==> src/rtl/rv_exec_pkg.sv <==
/*
 Shared widths, opcodes and ALU op codes for the RV32I integer execute slice.
 ALU op codes are {funct7[5], funct3}. Only OP, OP-IMM and LUI are supported.
 */
package rv_exec_pkg;

   localparam int XLEN        = 32;
   localparam int REG_AW      = 5;
   localparam int ALU_OP_W    = 4;
   localparam int ALU_LATENCY = 3;  // i_valid to o_valid, in cycles

   // major opcodes
   localparam logic [6:0] OPC_OP     = 7'b0110011;
   localparam logic [6:0] OPC_OP_IMM = 7'b0010011;
   localparam logic [6:0] OPC_LUI    = 7'b0110111;

   localparam logic [ALU_OP_W-1:0] ALUOP_ADD  = 4'b0000;
   localparam logic [ALU_OP_W-1:0] ALUOP_SUB  = 4'b1000;
   localparam logic [ALU_OP_W-1:0] ALUOP_SLL  = 4'b0001;
   localparam logic [ALU_OP_W-1:0] ALUOP_SLT  = 4'b0010;
   localparam logic [ALU_OP_W-1:0] ALUOP_SLTU = 4'b0011;
   localparam logic [ALU_OP_W-1:0] ALUOP_XOR  = 4'b0100;
   localparam logic [ALU_OP_W-1:0] ALUOP_SRL  = 4'b0101;
   localparam logic [ALU_OP_W-1:0] ALUOP_SRA  = 4'b1101;
   localparam logic [ALU_OP_W-1:0] ALUOP_OR   = 4'b0110;
   localparam logic [ALU_OP_W-1:0] ALUOP_AND  = 4'b0111;

   // register-register layout
   typedef struct packed {
      logic [6:0]        funct7;
      logic [REG_AW-1:0] rs2;
      logic [REG_AW-1:0] rs1;
      logic [2:0]        funct3;
      logic [REG_AW-1:0] rd;
      logic [6:0]        opcode;
   } r_fmt_t;

   // I layout, also carries the U immediate in imm12/rs1/funct3
   typedef struct packed {
      logic [11:0]       imm12;
      logic [REG_AW-1:0] rs1;
      logic [2:0]        funct3;
      logic [REG_AW-1:0] rd;
      logic [6:0]        opcode;
   } iu_fmt_t;

   typedef union packed {
      r_fmt_t  r_fmt;
      iu_fmt_t iu_fmt;
   } inst_word_u;

endpackage
==> src/rtl/rv_exec_top.sv <==
/*
 Integer execute slice with result, rd and illegal flag 3 cycles after i_valid.
 Register writes come in on a separate port with no handshake.
 */
module rv_exec_top (
   input  logic                              i_clk,
   input  logic                              i_rst,
   input  logic                              i_valid,
   input  rv_exec_pkg::inst_word_u           i_inst,
   input  logic                              i_wr_en,
   input  logic [rv_exec_pkg::REG_AW-1:0]    i_wr_addr,
   input  logic [rv_exec_pkg::XLEN-1:0]      i_wr_data,
   output logic                              o_valid,
   output logic [rv_exec_pkg::XLEN-1:0]      o_result,
   output logic [rv_exec_pkg::REG_AW-1:0]    o_rd,
   output logic                              o_illegal
);

   // decoder to ALU
   logic                             dec_valid;
   logic [rv_exec_pkg::ALU_OP_W-1:0] dec_alu_op;
   logic [rv_exec_pkg::XLEN-1:0]     dec_imm;
   logic                             dec_use_imm;
   logic                             dec_zero_op1;
   logic [rv_exec_pkg::REG_AW-1:0]   dec_rd;
   logic                             dec_illegal;

   // register file to ALU
   logic [rv_exec_pkg::XLEN-1:0]     rs1_data;
   logic [rv_exec_pkg::XLEN-1:0]     rs2_data;

   rv_decoder u_decoder (
      .i_clk      (i_clk),
      .i_rst      (i_rst),
      .i_valid    (i_valid),
      .i_inst     (i_inst),
      .o_valid    (dec_valid),
      .o_alu_op   (dec_alu_op),
      .o_imm      (dec_imm),
      .o_use_imm  (dec_use_imm),
      .o_zero_op1 (dec_zero_op1),
      .o_rd       (dec_rd),
      .o_illegal  (dec_illegal)
   );

   // read runs in parallel with decode, whatever the format
   rv_regfile u_regfile (
      .i_clk      (i_clk),
      .i_rs1_addr (i_inst.r_fmt.rs1),
      .i_rs2_addr (i_inst.r_fmt.rs2),
      .i_wr_en    (i_wr_en),
      .i_wr_addr  (i_wr_addr),
      .i_wr_data  (i_wr_data),
      .o_rs1_data (rs1_data),
      .o_rs2_data (rs2_data)
   );

   rv_alu u_alu (
      .i_clk      (i_clk),
      .i_rst      (i_rst),
      .i_valid    (dec_valid),
      .i_alu_op   (dec_alu_op),
      .i_rs1_data (rs1_data),
      .i_rs2_data (rs2_data),
      .i_imm      (dec_imm),
      .i_use_imm  (dec_use_imm),
      .i_zero_op1 (dec_zero_op1),
      .i_rd       (dec_rd),
      .i_illegal  (dec_illegal),
      .o_valid    (o_valid),
      .o_result   (o_result),
      .o_rd       (o_rd),
      .o_illegal  (o_illegal)
   );

endmodule

==> src/rtl/rv_alu.sv <==
/*
 Two-stage ALU. Shifts and unsigned compares are split on 16-bit halves and
 finished in the second stage. The result is meaningless when o_illegal is set.
 */
module rv_alu (
   input  logic                              i_clk,
   input  logic                              i_rst,
   input  logic                              i_valid,
   input  logic [rv_exec_pkg::ALU_OP_W-1:0]  i_alu_op,
   input  logic [rv_exec_pkg::XLEN-1:0]      i_rs1_data,
   input  logic [rv_exec_pkg::XLEN-1:0]      i_rs2_data,
   input  logic [rv_exec_pkg::XLEN-1:0]      i_imm,
   input  logic                              i_use_imm,
   input  logic                              i_zero_op1,
   input  logic [rv_exec_pkg::REG_AW-1:0]    i_rd,
   input  logic                              i_illegal,
   output logic                              o_valid,
   output logic [rv_exec_pkg::XLEN-1:0]      o_result,
   output logic [rv_exec_pkg::REG_AW-1:0]    o_rd,
   output logic                              o_illegal
);

   logic [rv_exec_pkg::XLEN-1:0]     op1;
   logic [rv_exec_pkg::XLEN-1:0]     op2;
   logic [rv_exec_pkg::XLEN-1:0]     add_res;
   logic [rv_exec_pkg::XLEN-1:0]     sub_res;
   logic                             slt;

   // stage 1
   logic [rv_exec_pkg::XLEN-1:0]     add_q, sub_q;
   logic [rv_exec_pkg::XLEN-1:0]     sll_q, srl_q, sra_q;
   logic [rv_exec_pkg::XLEN-1:0]     xor_q, or_q, and_q;
   logic                             sel16_q;
   logic                             slt_q;
   logic                             ltu_hi_q, eq_hi_q, ltu_lo_q;
   logic [rv_exec_pkg::ALU_OP_W-1:0] op_q;
   logic [rv_exec_pkg::REG_AW-1:0]   rd_q;
   logic                             valid_q;
   logic                             illegal_q;

   // stage 2 input
   logic [rv_exec_pkg::XLEN-1:0]     result_d;

   assign op1     = i_zero_op1 ? '0 : i_rs1_data;
   assign op2     = i_use_imm ? i_imm : i_rs2_data;
   assign add_res = op1 + op2;
   assign sub_res = op1 - op2;

   // sign of the difference, flipped on overflow
   assign slt = sub_res[rv_exec_pkg::XLEN-1]
                ^ ((op1[rv_exec_pkg::XLEN-1] ^ op2[rv_exec_pkg::XLEN-1])
                   & (sub_res[rv_exec_pkg::XLEN-1] ^ op1[rv_exec_pkg::XLEN-1]));

   always_ff @(posedge i_clk) begin
      add_q    <= add_res;
      sub_q    <= sub_res;
      sll_q    <= op1 << op2[3:0];
      srl_q    <= op1 >> op2[3:0];
      sra_q    <= $signed(op1) >>> op2[3:0];
      sel16_q  <= op2[4];                  // extra 16 places, applied later
      slt_q    <= slt;
      ltu_hi_q <= op1[16+:16] < op2[16+:16];
      eq_hi_q  <= op1[16+:16] == op2[16+:16];
      ltu_lo_q <= op1[0+:16] < op2[0+:16];
      xor_q    <= op1 ^ op2;
      or_q     <= op1 | op2;
      and_q    <= op1 & op2;
      op_q     <= i_alu_op;
      rd_q     <= i_rd;
   end

   always_comb begin
      case (op_q)
         rv_exec_pkg::ALUOP_ADD:  result_d = add_q;
         rv_exec_pkg::ALUOP_SUB:  result_d = sub_q;
         rv_exec_pkg::ALUOP_SLL:  result_d = sel16_q ? {sll_q[0+:16], 16'b0} : sll_q;
         rv_exec_pkg::ALUOP_SLT:  result_d = {31'b0, slt_q};
         rv_exec_pkg::ALUOP_SLTU: result_d = {31'b0, ltu_hi_q | (eq_hi_q & ltu_lo_q)};
         rv_exec_pkg::ALUOP_XOR:  result_d = xor_q;
         rv_exec_pkg::ALUOP_SRL:  result_d = sel16_q ? {16'b0, srl_q[16+:16]} : srl_q;
         rv_exec_pkg::ALUOP_SRA: begin
            result_d = sel16_q ? {{16{sra_q[31]}}, sra_q[16+:16]} : sra_q;
         end
         rv_exec_pkg::ALUOP_OR:   result_d = or_q;
         rv_exec_pkg::ALUOP_AND:  result_d = and_q;
         default:                 result_d = '0;  // illegal ops only
      endcase
   end

   always_ff @(posedge i_clk) begin
      o_result <= result_d;
      o_rd     <= rd_q;
   end

   always_ff @(posedge i_clk) begin
      if (i_rst) begin
         valid_q   <= 1'b0;
         illegal_q <= 1'b0;
         o_valid   <= 1'b0;
         o_illegal <= 1'b0;
      end else begin
         valid_q   <= i_valid;
         illegal_q <= i_illegal;
         o_valid   <= valid_q;
         o_illegal <= illegal_q;
      end
   end

endmodule

==> src/rtl/rv_regfile.sv <==
/*
 32 x 32 register file, one write port, two registered read ports.
 A write on the same edge as a read is returned by that read. x0 is always zero.
 */
module rv_regfile (
   input  logic                              i_clk,
   input  logic [rv_exec_pkg::REG_AW-1:0]    i_rs1_addr,
   input  logic [rv_exec_pkg::REG_AW-1:0]    i_rs2_addr,
   input  logic                              i_wr_en,
   input  logic [rv_exec_pkg::REG_AW-1:0]    i_wr_addr,
   input  logic [rv_exec_pkg::XLEN-1:0]      i_wr_data,
   output logic [rv_exec_pkg::XLEN-1:0]      o_rs1_data,
   output logic [rv_exec_pkg::XLEN-1:0]      o_rs2_data
);

   logic [rv_exec_pkg::XLEN-1:0] regs [2**rv_exec_pkg::REG_AW];
   logic                         wr_ok;

   assign wr_ok = i_wr_en && (i_wr_addr != '0);  // x0 writes dropped

   // value seen by a read issued this cycle
   function automatic logic [rv_exec_pkg::XLEN-1:0] read_val(
      input logic [rv_exec_pkg::REG_AW-1:0] addr
   );
      logic [rv_exec_pkg::XLEN-1:0] val;
      if (addr == '0)
         val = '0;
      else if (wr_ok && (i_wr_addr == addr))
         val = i_wr_data;  // bypass
      else
         val = regs[addr];
      return val;
   endfunction

   always_ff @(posedge i_clk) begin
      if (wr_ok)
         regs[i_wr_addr] <= i_wr_data;
   end

   always_ff @(posedge i_clk) begin
      o_rs1_data <= read_val(i_rs1_addr);
      o_rs2_data <= read_val(i_rs2_addr);
   end

endmodule

==> src/rtl/rv_decoder.sv <==
/*
 One-stage registered decoder for OP, OP-IMM and LUI only.
 Everything else, and any bad funct7 or shift encoding, comes out as illegal.
 */
module rv_decoder (
   input  logic                                i_clk,
   input  logic                                i_rst,
   input  logic                                i_valid,
   input  rv_exec_pkg::inst_word_u             i_inst,
   output logic                                o_valid,
   output logic [rv_exec_pkg::ALU_OP_W-1:0]    o_alu_op,
   output logic [rv_exec_pkg::XLEN-1:0]        o_imm,
   output logic                                o_use_imm,
   output logic                                o_zero_op1,
   output logic [rv_exec_pkg::REG_AW-1:0]      o_rd,
   output logic                                o_illegal
);

   logic [6:0]                          funct7;
   logic [2:0]                          funct3;
   logic [rv_exec_pkg::ALU_OP_W-1:0]    alu_op;
   logic [rv_exec_pkg::XLEN-1:0]        imm;
   logic                                use_imm;
   logic                                zero_op1;
   logic                                illegal;

   assign funct7 = i_inst.r_fmt.funct7;
   assign funct3 = i_inst.iu_fmt.funct3;

   always_comb begin
      alu_op   = {funct7[5], funct3};
      imm      = {{(rv_exec_pkg::XLEN-12){i_inst.iu_fmt.imm12[11]}}, i_inst.iu_fmt.imm12};
      use_imm  = 1'b0;
      zero_op1 = 1'b0;
      illegal  = 1'b0;
      case (i_inst.r_fmt.opcode)
         rv_exec_pkg::OPC_OP: begin
            // funct7 0x20 only exists for sub and sra
            if (funct7 == 7'h20)
               illegal = !(funct3 == 3'b000 || funct3 == 3'b101);
            else
               illegal = (funct7 != 7'h00);
         end
         rv_exec_pkg::OPC_OP_IMM: begin
            use_imm = 1'b1;
            // imm bit 10 is only an op bit for srai, so addi never turns into sub
            alu_op  = {(funct3 == 3'b101) && funct7[5], funct3};
            if (funct3 == 3'b001)
               illegal = (funct7 != 7'h00);  // slli
            else if (funct3 == 3'b101)
               illegal = (funct7 != 7'h00) && (funct7 != 7'h20);
         end
         rv_exec_pkg::OPC_LUI: begin
            use_imm  = 1'b1;
            zero_op1 = 1'b1;                 // 0 + U immediate
            alu_op   = rv_exec_pkg::ALUOP_ADD;
            imm      = {i_inst.iu_fmt.imm12, i_inst.iu_fmt.rs1, i_inst.iu_fmt.funct3, 12'b0};
         end
         default: illegal = 1'b1;
      endcase
   end

   always_ff @(posedge i_clk) begin
      if (i_rst) begin
         o_valid   <= 1'b0;
         o_illegal <= 1'b0;
      end else begin
         o_valid   <= i_valid;
         o_illegal <= i_valid && illegal;  // only flagged on a real instruction
      end
   end

   always_ff @(posedge i_clk) begin
      o_alu_op   <= alu_op;
      o_imm      <= imm;
      o_use_imm  <= use_imm;
      o_zero_op1 <= zero_op1;
      o_rd       <= i_inst.r_fmt.rd;
   end

endmodule

==> config.mk <==
export PLATFORM = sky130hd
export DESIGN_NAME = rv_exec_top
export DESIGN_NICKNAME = d
export VERILOG_FILES = /design/src/rtl/rv_exec_pkg.sv /design/src/rtl/rv_exec_top.sv /design/src/rtl/rv_alu.sv /design/src/rtl/rv_regfile.sv /design/src/rtl/rv_decoder.sv
export SDC_FILE = /design/constraint.sdc
export NUM_CORES = 2
export LEC_CHECK = 0
export ABC_AREA = 1
export BUFFER_PORTS_ARGS = -buffer_cell sky130_fd_sc_hd__buf_2
export CORE_MARGIN = 5
export CORE_UTILIZATION = 25
export CTS_BUF_LIST = sky130_fd_sc_hd__clkbuf_2 sky130_fd_sc_hd__clkbuf_4 sky130_fd_sc_hd__clkbuf_8
export DETAILED_ROUTE_END_ITERATION = 8
export PLACE_DENSITY_LB_ADDON = 0.2
export SLEW_MARGIN = 20
export SYNTH_ARGS = -nofsm -noshare
export SYNTH_HDL_FRONTEND = slang
export SYNTH_SLANG_ARGS = --single-unit
==> constraint.sdc <==
create_clock -name i_clk -period 3.6 [get_ports i_clk]
set_input_delay 0.36 -clock i_clk [delete_from_list [all_inputs] [get_ports i_clk]]
set_output_delay 0.36 -clock i_clk [all_outputs]
set_load 0.01 [all_outputs]
Yosys cells after proc, flatten, opt, wreduce, memory -nomap -nowiden
Memory sizes are Yosys's and may differ from the RTL's. A register that Yosys moved wholly into a read port is not among the register bits.
Index checks and enable logic that the tools add are counted.
{ "totals": {"n_memories": 1, "reg_bits": 356, "inputBits": 73, "output_inout_bits": 39, "elab_cells": 92, "mem_bits_rw": 1024} }
{ "memory_table": {"columns": ["name", "depth", "word_bits", "read_ports", "rd_clocked_by_memory_dff", "write_ports", "line", "text"], "rows": [
  ["u_regfile.regs", 32, 32, 2, 2, 1, "rv_regfile.sv:16", "logic [rv_exec_pkg::XLEN-1:0] regs [2**rv_exec_pkg::REG_AW];"]
]} }
{ "op_classes": {"shifts": 3, "bitwise_logic": 9, "n_reduce_logical": 13, "magnitude_cmp": 2, "addsub": 2, "eq_ne": 17, "n_mux": 16} }
{ "op_table": {"columns": ["cell", "count"], "rows": [
  ["$pmux 32 s10", 1],
  ["$mux 32", 4],
  ["$mux 31", 2],
  ["$add 32x32->32", 1],
  ["$and 32x32->32", 1],
  ["$lt 16x16->1", 2],
  ["$or 32x32->32", 1],
  ["$shl 32x4->32", 1],
  ["$shr 32x4->32", 1],
  ["$sshr 32x4->32", 1],
  ["$sub 32x32->32", 1],
  ["$xor 32x32->32", 1],
  ["$eq 7x6->1 const B", 3],
  ["$eq 16x16->1", 1],
  ["$eq 4x3->1 const B", 4],
  ["$logic_not 5->1", 2],
  ["$eq 4x2->1 const B", 2],
  ["$eq 4x4->1 const B", 2],
  ["$pmux 4 s2", 1],
  ["$eq 7x5->1 const B", 1],
  ["$mux 1", 7],
  ["$ne 7x6->1 const B", 1],
  ["$reduce_bool 7->1", 1],
  ["$reduce_bool 5->1", 1],
  ["13 further kinds", 19]
]} }

Logic depth before layout (Yosys ltp)
{ "logic_depth": {"depth_word": 6, "depth_mapped": 19, "depth_no_buf": 16} }

By module
A second synthesis with hierarchy kept.
{ "unflattened": {"hier_cells": 9244, "area_unflattened_um2": 74063.5} }
{ "modules_own_cells": {"columns": ["module", "area_per_inst_um2", "n_inst", "seq_area_each_um2", "cells_each"], "rows": [
  ["rv_regfile", 55708.4, 1, 32030.7, 6488],
  ["rv_alu", 16913.7, 1, 5845.6, 2602],
  ["rv_decoder", 1441.4, 1, 900.9, 154]
]} }

Worst setup path before layout
No wires, ideal clock.
{ "synth_timing": {"kind": "register to register", "start": "register u_decoder.o_use_imm", "end": "register u_alu.sub_q[31] (netlist name)", "required_ps": 3490, "n_path_buf": 3, "t_arrival_ps": 2956, "setup_slack_ps": 534, "period_less_slack_ps": 3066, "path_stages_with_launch": 18, "setup_time_ps": 110, "cell_sequence": "dfxtp_1 > inv_2 > or2_2 > o21ai_0 > buf_2 > buf_2 > ha_1 > buf_2 > nor2_1 > nand2_1 > nor2_1 > nand2_1 > nand3_1 > nand2_1 > nand2_1 > a21oi_1 > fa_1 > inv_1"} }
{ "synth_via": {"elab_chain_cells": 2} }
{ "synth_rtl": {"columns": ["item", "line", "text"], "rows": [
  ["start, declared", "rv_decoder.sv:13", "output logic o_use_imm,"],
  ["start signal, assigned", "rv_decoder.sv:76", "o_use_imm <= use_imm;"],
  ["$mux 32", "rv_alu.sv:45", "assign op2 = i_use_imm ? i_imm : i_rs2_data;"],
  ["$sub 32x32->32", "rv_alu.sv:47", "assign sub_res = op1 - op2;"],
  ["net u_alu.sub_res, one bit", "rv_alu.sv:26", "logic [rv_exec_pkg::XLEN-1:0] sub_res;"],
  ["end signal, assigned", "rv_alu.sv:56", "sub_q <= sub_res;"],
  ["end, declared", "rv_alu.sv:30", "logic [rv_exec_pkg::XLEN-1:0] add_q, sub_q;"]
]} }
The timed path passes the listed nets, and every way through them passes these cells.
A chain may end at the register's enable or synchronous reset.

Worst setup path after layout
{ "layout_timing": {"start": "input i_inst[13] (netlist name)", "end": "register u_decoder.o_illegal"} }
{ "layout_via": {"elab_chain_cells": 6, "word_cells_on_any_way": 10, "classes_between": "eq/ne: 2; mux: 4; reduce/logical: 4"} }
{ "layout_rtl": {"columns": ["item", "line", "text"], "rows": [
  ["start, declared", "rv_exec_top.sv:9", "input rv_exec_pkg::inst_word_u i_inst,"],
  ["$eq 3x3->1 or $logic_not 3->1 (tied branches)", "rv_decoder.sv:40, rv_decoder.sv:50", null],
  ["$logic_or 1x1->1", "rv_decoder.sv:40", "illegal = !(funct3 == 3'b000 || funct3 == 3'b101);"],
  ["$logic_not 1->1", "rv_decoder.sv:40", null],
  ["$mux 1", "rv_decoder.sv:39", "if (funct7 == 7'h20)"],
  ["$pmux 1 s3 *", "rv_decoder.sv:36", "case (i_inst.r_fmt.opcode)"],
  ["$logic_and 1x1->1 *", "rv_decoder.sv:69", "o_illegal <= i_valid && illegal;"],
  ["end signal, assigned", "rv_decoder.sv:69", null],
  ["end, declared", "rv_decoder.sv:16", "output logic o_illegal"]
]} }
Every way passes the cells marked *; elsewhere a longest branch is shown, timed or not.

==> summary.txt <==
Status
  • Status: finished, final reports clean

Detailed routing
  • DR vias/cell: 4.922
  • Initial DRC count: 7561
  • Remaining antenna violation count: 0
  • Total Wirelength: 337.7 mm
  • Drc violations: 0
  • Via Count: a little under 70000
  • Drt pass-1 iters: 8
  • Average wire per standard cell: approximately 24 um

Critical path
  • Worst stage delay on the critical path: 0.57 ns
  • Critical-path cell list: dlygate4sd3_1 > buf_2 > inv_1 > o21ai_0 > o21ai_0 > dlygate4sd3_1 > nand2_1 > dlygate4sd3_1 > nand2_1 > dlygate4sd3_1 > a21boi_0 > dlygate4sd3_1
  • Reg-to-Reg Start: u_decoder.o_use_imm
  • RR Endpoint: u_alu.sub_q[31]
  • Worst setup path endpoint: u_decoder.o_illegal
  • Worst setup startpoint: i_inst[13]
  • Max FO, Critical Path: 5
  • Critical Path Start Type: primary input
  • CP Capture Type: flop
  • Worst EP required: approximately 4.5 ns
  • Delay-heaviest family, CP: buffers and inverters
  • Critical path's slowest cell: dlygate4sd3_1
  • Reg2reg setup slack: 0.45 ns
  • Cell mode on critical path: dlygate4sd3_1
  • Crit path kind: in2reg
  • Stages on worst setup path: 12
  • Worst r2r path cells: 11
  • Critical path data arrival time: 4.10 ns
  • CP bufs+invs: 7

Finish
  • Layout Nets: between 9000 and 10000
  • Post-route cell area: 87170 um^2
  • Most common cell after layout, fill and taps aside: nand2_1
  • Multi-input gate area: between 20000 and 30000 um^2
  • Share of cells above drive strength 1: 0.09968
  • Post-route insts no fill: 13890
  • Synth-to-Final Area Change: 17.60%
  • Most frequent cells in the layout: 3319 x nand2_1, 1819 x nand3_1, 1140 x inv_1
  • Fillers: 31480
  • Reg area: 38780 um^2

Clock tree
  • Clock Path Buffers: 4
  • Cts bufs inserted: 283
  • CTS tree: yes
  • Post-CTS Setup Bufs: 0
  • Clock root buffer: clkbuf_8
  • Clk slew on worst S/H paths: 0.05 ns
  • Worst skew pair latency: between 1 and 1.5 ns
  • Clk sink count: 1425
  • CTS resizes: 0
  • # hold bufs at CTS: 63
  • H-tree level count: 5

Floorplanning
  • Die W: 554.5 um
  • Core area: between 200000 and 300000 um^2
  • Cell row count: 200
  • Die ar.: 307500 um^2
  • I/O pin total: 112
  • Die height: 554.5 um
  • Initial Utilization: 0.2504

Timing
  • Final min period: around 3.2 ns
  • Setup TNS: 0 ns
  • Hold Vio Cnt, Final: 0
  • Worst Tran Pin Value: 1.239 ns
  • Count of pins over their slew limit: 0
  • Final hold slack: 0.1125 ns
  • Worst slew margin: 0.1738
  • Final Skew: 0.07225 ns
  • FMAX: between 0.3 and 0.4 GHz
  • RSZ-0062 raised after global routing: no
  • Crit share post-route: 0.8962
  • # setup viols final: 0

Yosys
  • Seq/Total Area, Yosys: 0.5231
  • Leading area contributor after synthesis: edfxtp_1
  • Synthesized area: 74120 um^2
  • Flops & latches, synth: approximately 1400
  • Most used DFF post-synth: edfxtp_1
  • Unique masters post-synth: 47
  • Cell count after synthesis: ~9500
  • Number of synthesized flops with an enable pin: 1024
  • Syn_area_per_cell: 7.818 um^2
  • Ys async rst share: 0
  • Top cells by area, synth: edfxtp_1 41%, nand2_1 17%, nand3_1 12%
  • Post-synth top area share: 0.4148
  • Synth warnings: 0

Power and ir drop
  • Total power: ~45000 uW
  • P per Cell Area: between 500 and 600 nW/um^2
  • Lkg Pwr: 0.03873 uW
  • VDD IR max: 0.0002666 V

GRT
  • Initial antenna violation count: 30
  • First-pass GRT wire length: approximately 480 mm
  • Vias in the first global route: 65470
  • GR Overflow Total: 0
  • Pin count of the biggest net entering global routing: approximately 90
  • Overall routing resource usage: 0.2104

Job
  • Max Cap Violations: 0

Worst hold path
  • Hold Crit Class: in2reg

Placed design
  • Inst Count DP: 13320
  • DP Wirelength: 215.1 mm
  • Placement-stage cell area: 80830 um^2
  • Final GP Congestion: 0.9104
  • PortBufs: 111
worst reg2reg max path, cell delays in order, from the launching register on:
cell	delay, ns
dfxtp_1	0.38
inv_2	0.14
buf_4	0.23
or2_2	0.29
o21ai_0	0.20
ha_1	0.33
inv_1	0.25
nand3_1	0.21
nor4_1	0.30
a21oi_1	0.15
fa_1	0.52
inv_1	0.04
per-layer routing:
metal | vias up | share of wire | global-route usage
met3 | 743 | 0.083 | 0.03870
met4 | 10 | 0.043 | 0.08530
met2 | 3590 | 0.45 | 0.3321
met1 | 32860 | 0.43 | 0.2841
li1 | 31160 | - | -
met5 | - | 0.00019 | 0
how the worst min path moves through the flow:
stage	start	end	slack (ns)	cells after the start
after global placement	u_decoder.o_rd[1]	u_alu.rd_q[1]	0.31	0
final	i_rst	u_alu.o_illegal	0.11	3
after CTS	i_rst	u_alu.o_illegal	0.02	3
after global routing	i_rst	u_alu.o_valid	0.11	3
after detailed placement	u_alu.rd_q[0]	u_alu.o_rd[0]	0.31	0
after floorplan	u_alu.rd_q[0]	u_alu.o_rd[0]	0.31	0
synthesized netlist by cell type, drive strengths merged (39+ instances only):
cell and number:
o211ai 69, edfxtp 1024, nand2 3324, nand3 1820
clkbuf 175, ha 102, buf 387, dfxtp 401
a21oi 289, nor2 411, nand4 39, inv 1160
o21ai 121
stage by stage:
| stage | setup slack [ns] | util |
|---|---|---|
| after global routing | 0.2359 | 0.2944 |
| after CTS | 0.4735 | 0.2944 |
| after global placement | 0.2271 | 0.2730 |
| after floorplan | 0.5339 | - |
| final | 0.3736 | 0.2944 |
| after detailed placement | 0.2322 | 0.2730 |
power breakdown:
part           internal (uW)  leakage [uW]  switching, uW  total [uW]
clock                   9450       0.00300           7680       17100
combinational           2360        0.0231           6400        8760
sequential             18800        0.0126            525       19300
flip-flops by register name, summed over array words and instances, names as in the netlist, 32 cells and up:
name / cells
u_alu.and_q: 32
u_alu.add_q: 32
u_decoder.o_imm: 32
u_regfile.o_rs1_data: 32
u_alu.srl_q: 32
u_regfile.o_rs2_data: 32
u_alu.sll_q: 32
u_regfile.regs: 1024
u_alu.o_result: 32
u_alu.or_q: 32
layout make-up:
type | instances | share of cell area
Inverter | 1162 | 0.05050
Multi-Input combinational cell | 6363 | 0.3307
Sequential cell | 1425 | 0.4449
Clock inverter | 100 | 0.009043
Clock buffer | 394 | 0.05611
Tap cell | 3939 | 0.05654
Timing Repair Buffer | 498 | 0.05199
Antenna cell | 10 | 0.0002871
cell families after synthesis:
group / synth area share
flip-flops: 0.5231
adder cells (fa/ha/maj): 0.01803
XOR/XNOR: 0.004490
other: 0.00005059
buffers and inverters: 0.09338
AO/OA/AOI/OAI: 0.03965
AND/OR/NAND/NOR: 0.3213
Power figures use the tool's default switching activity.
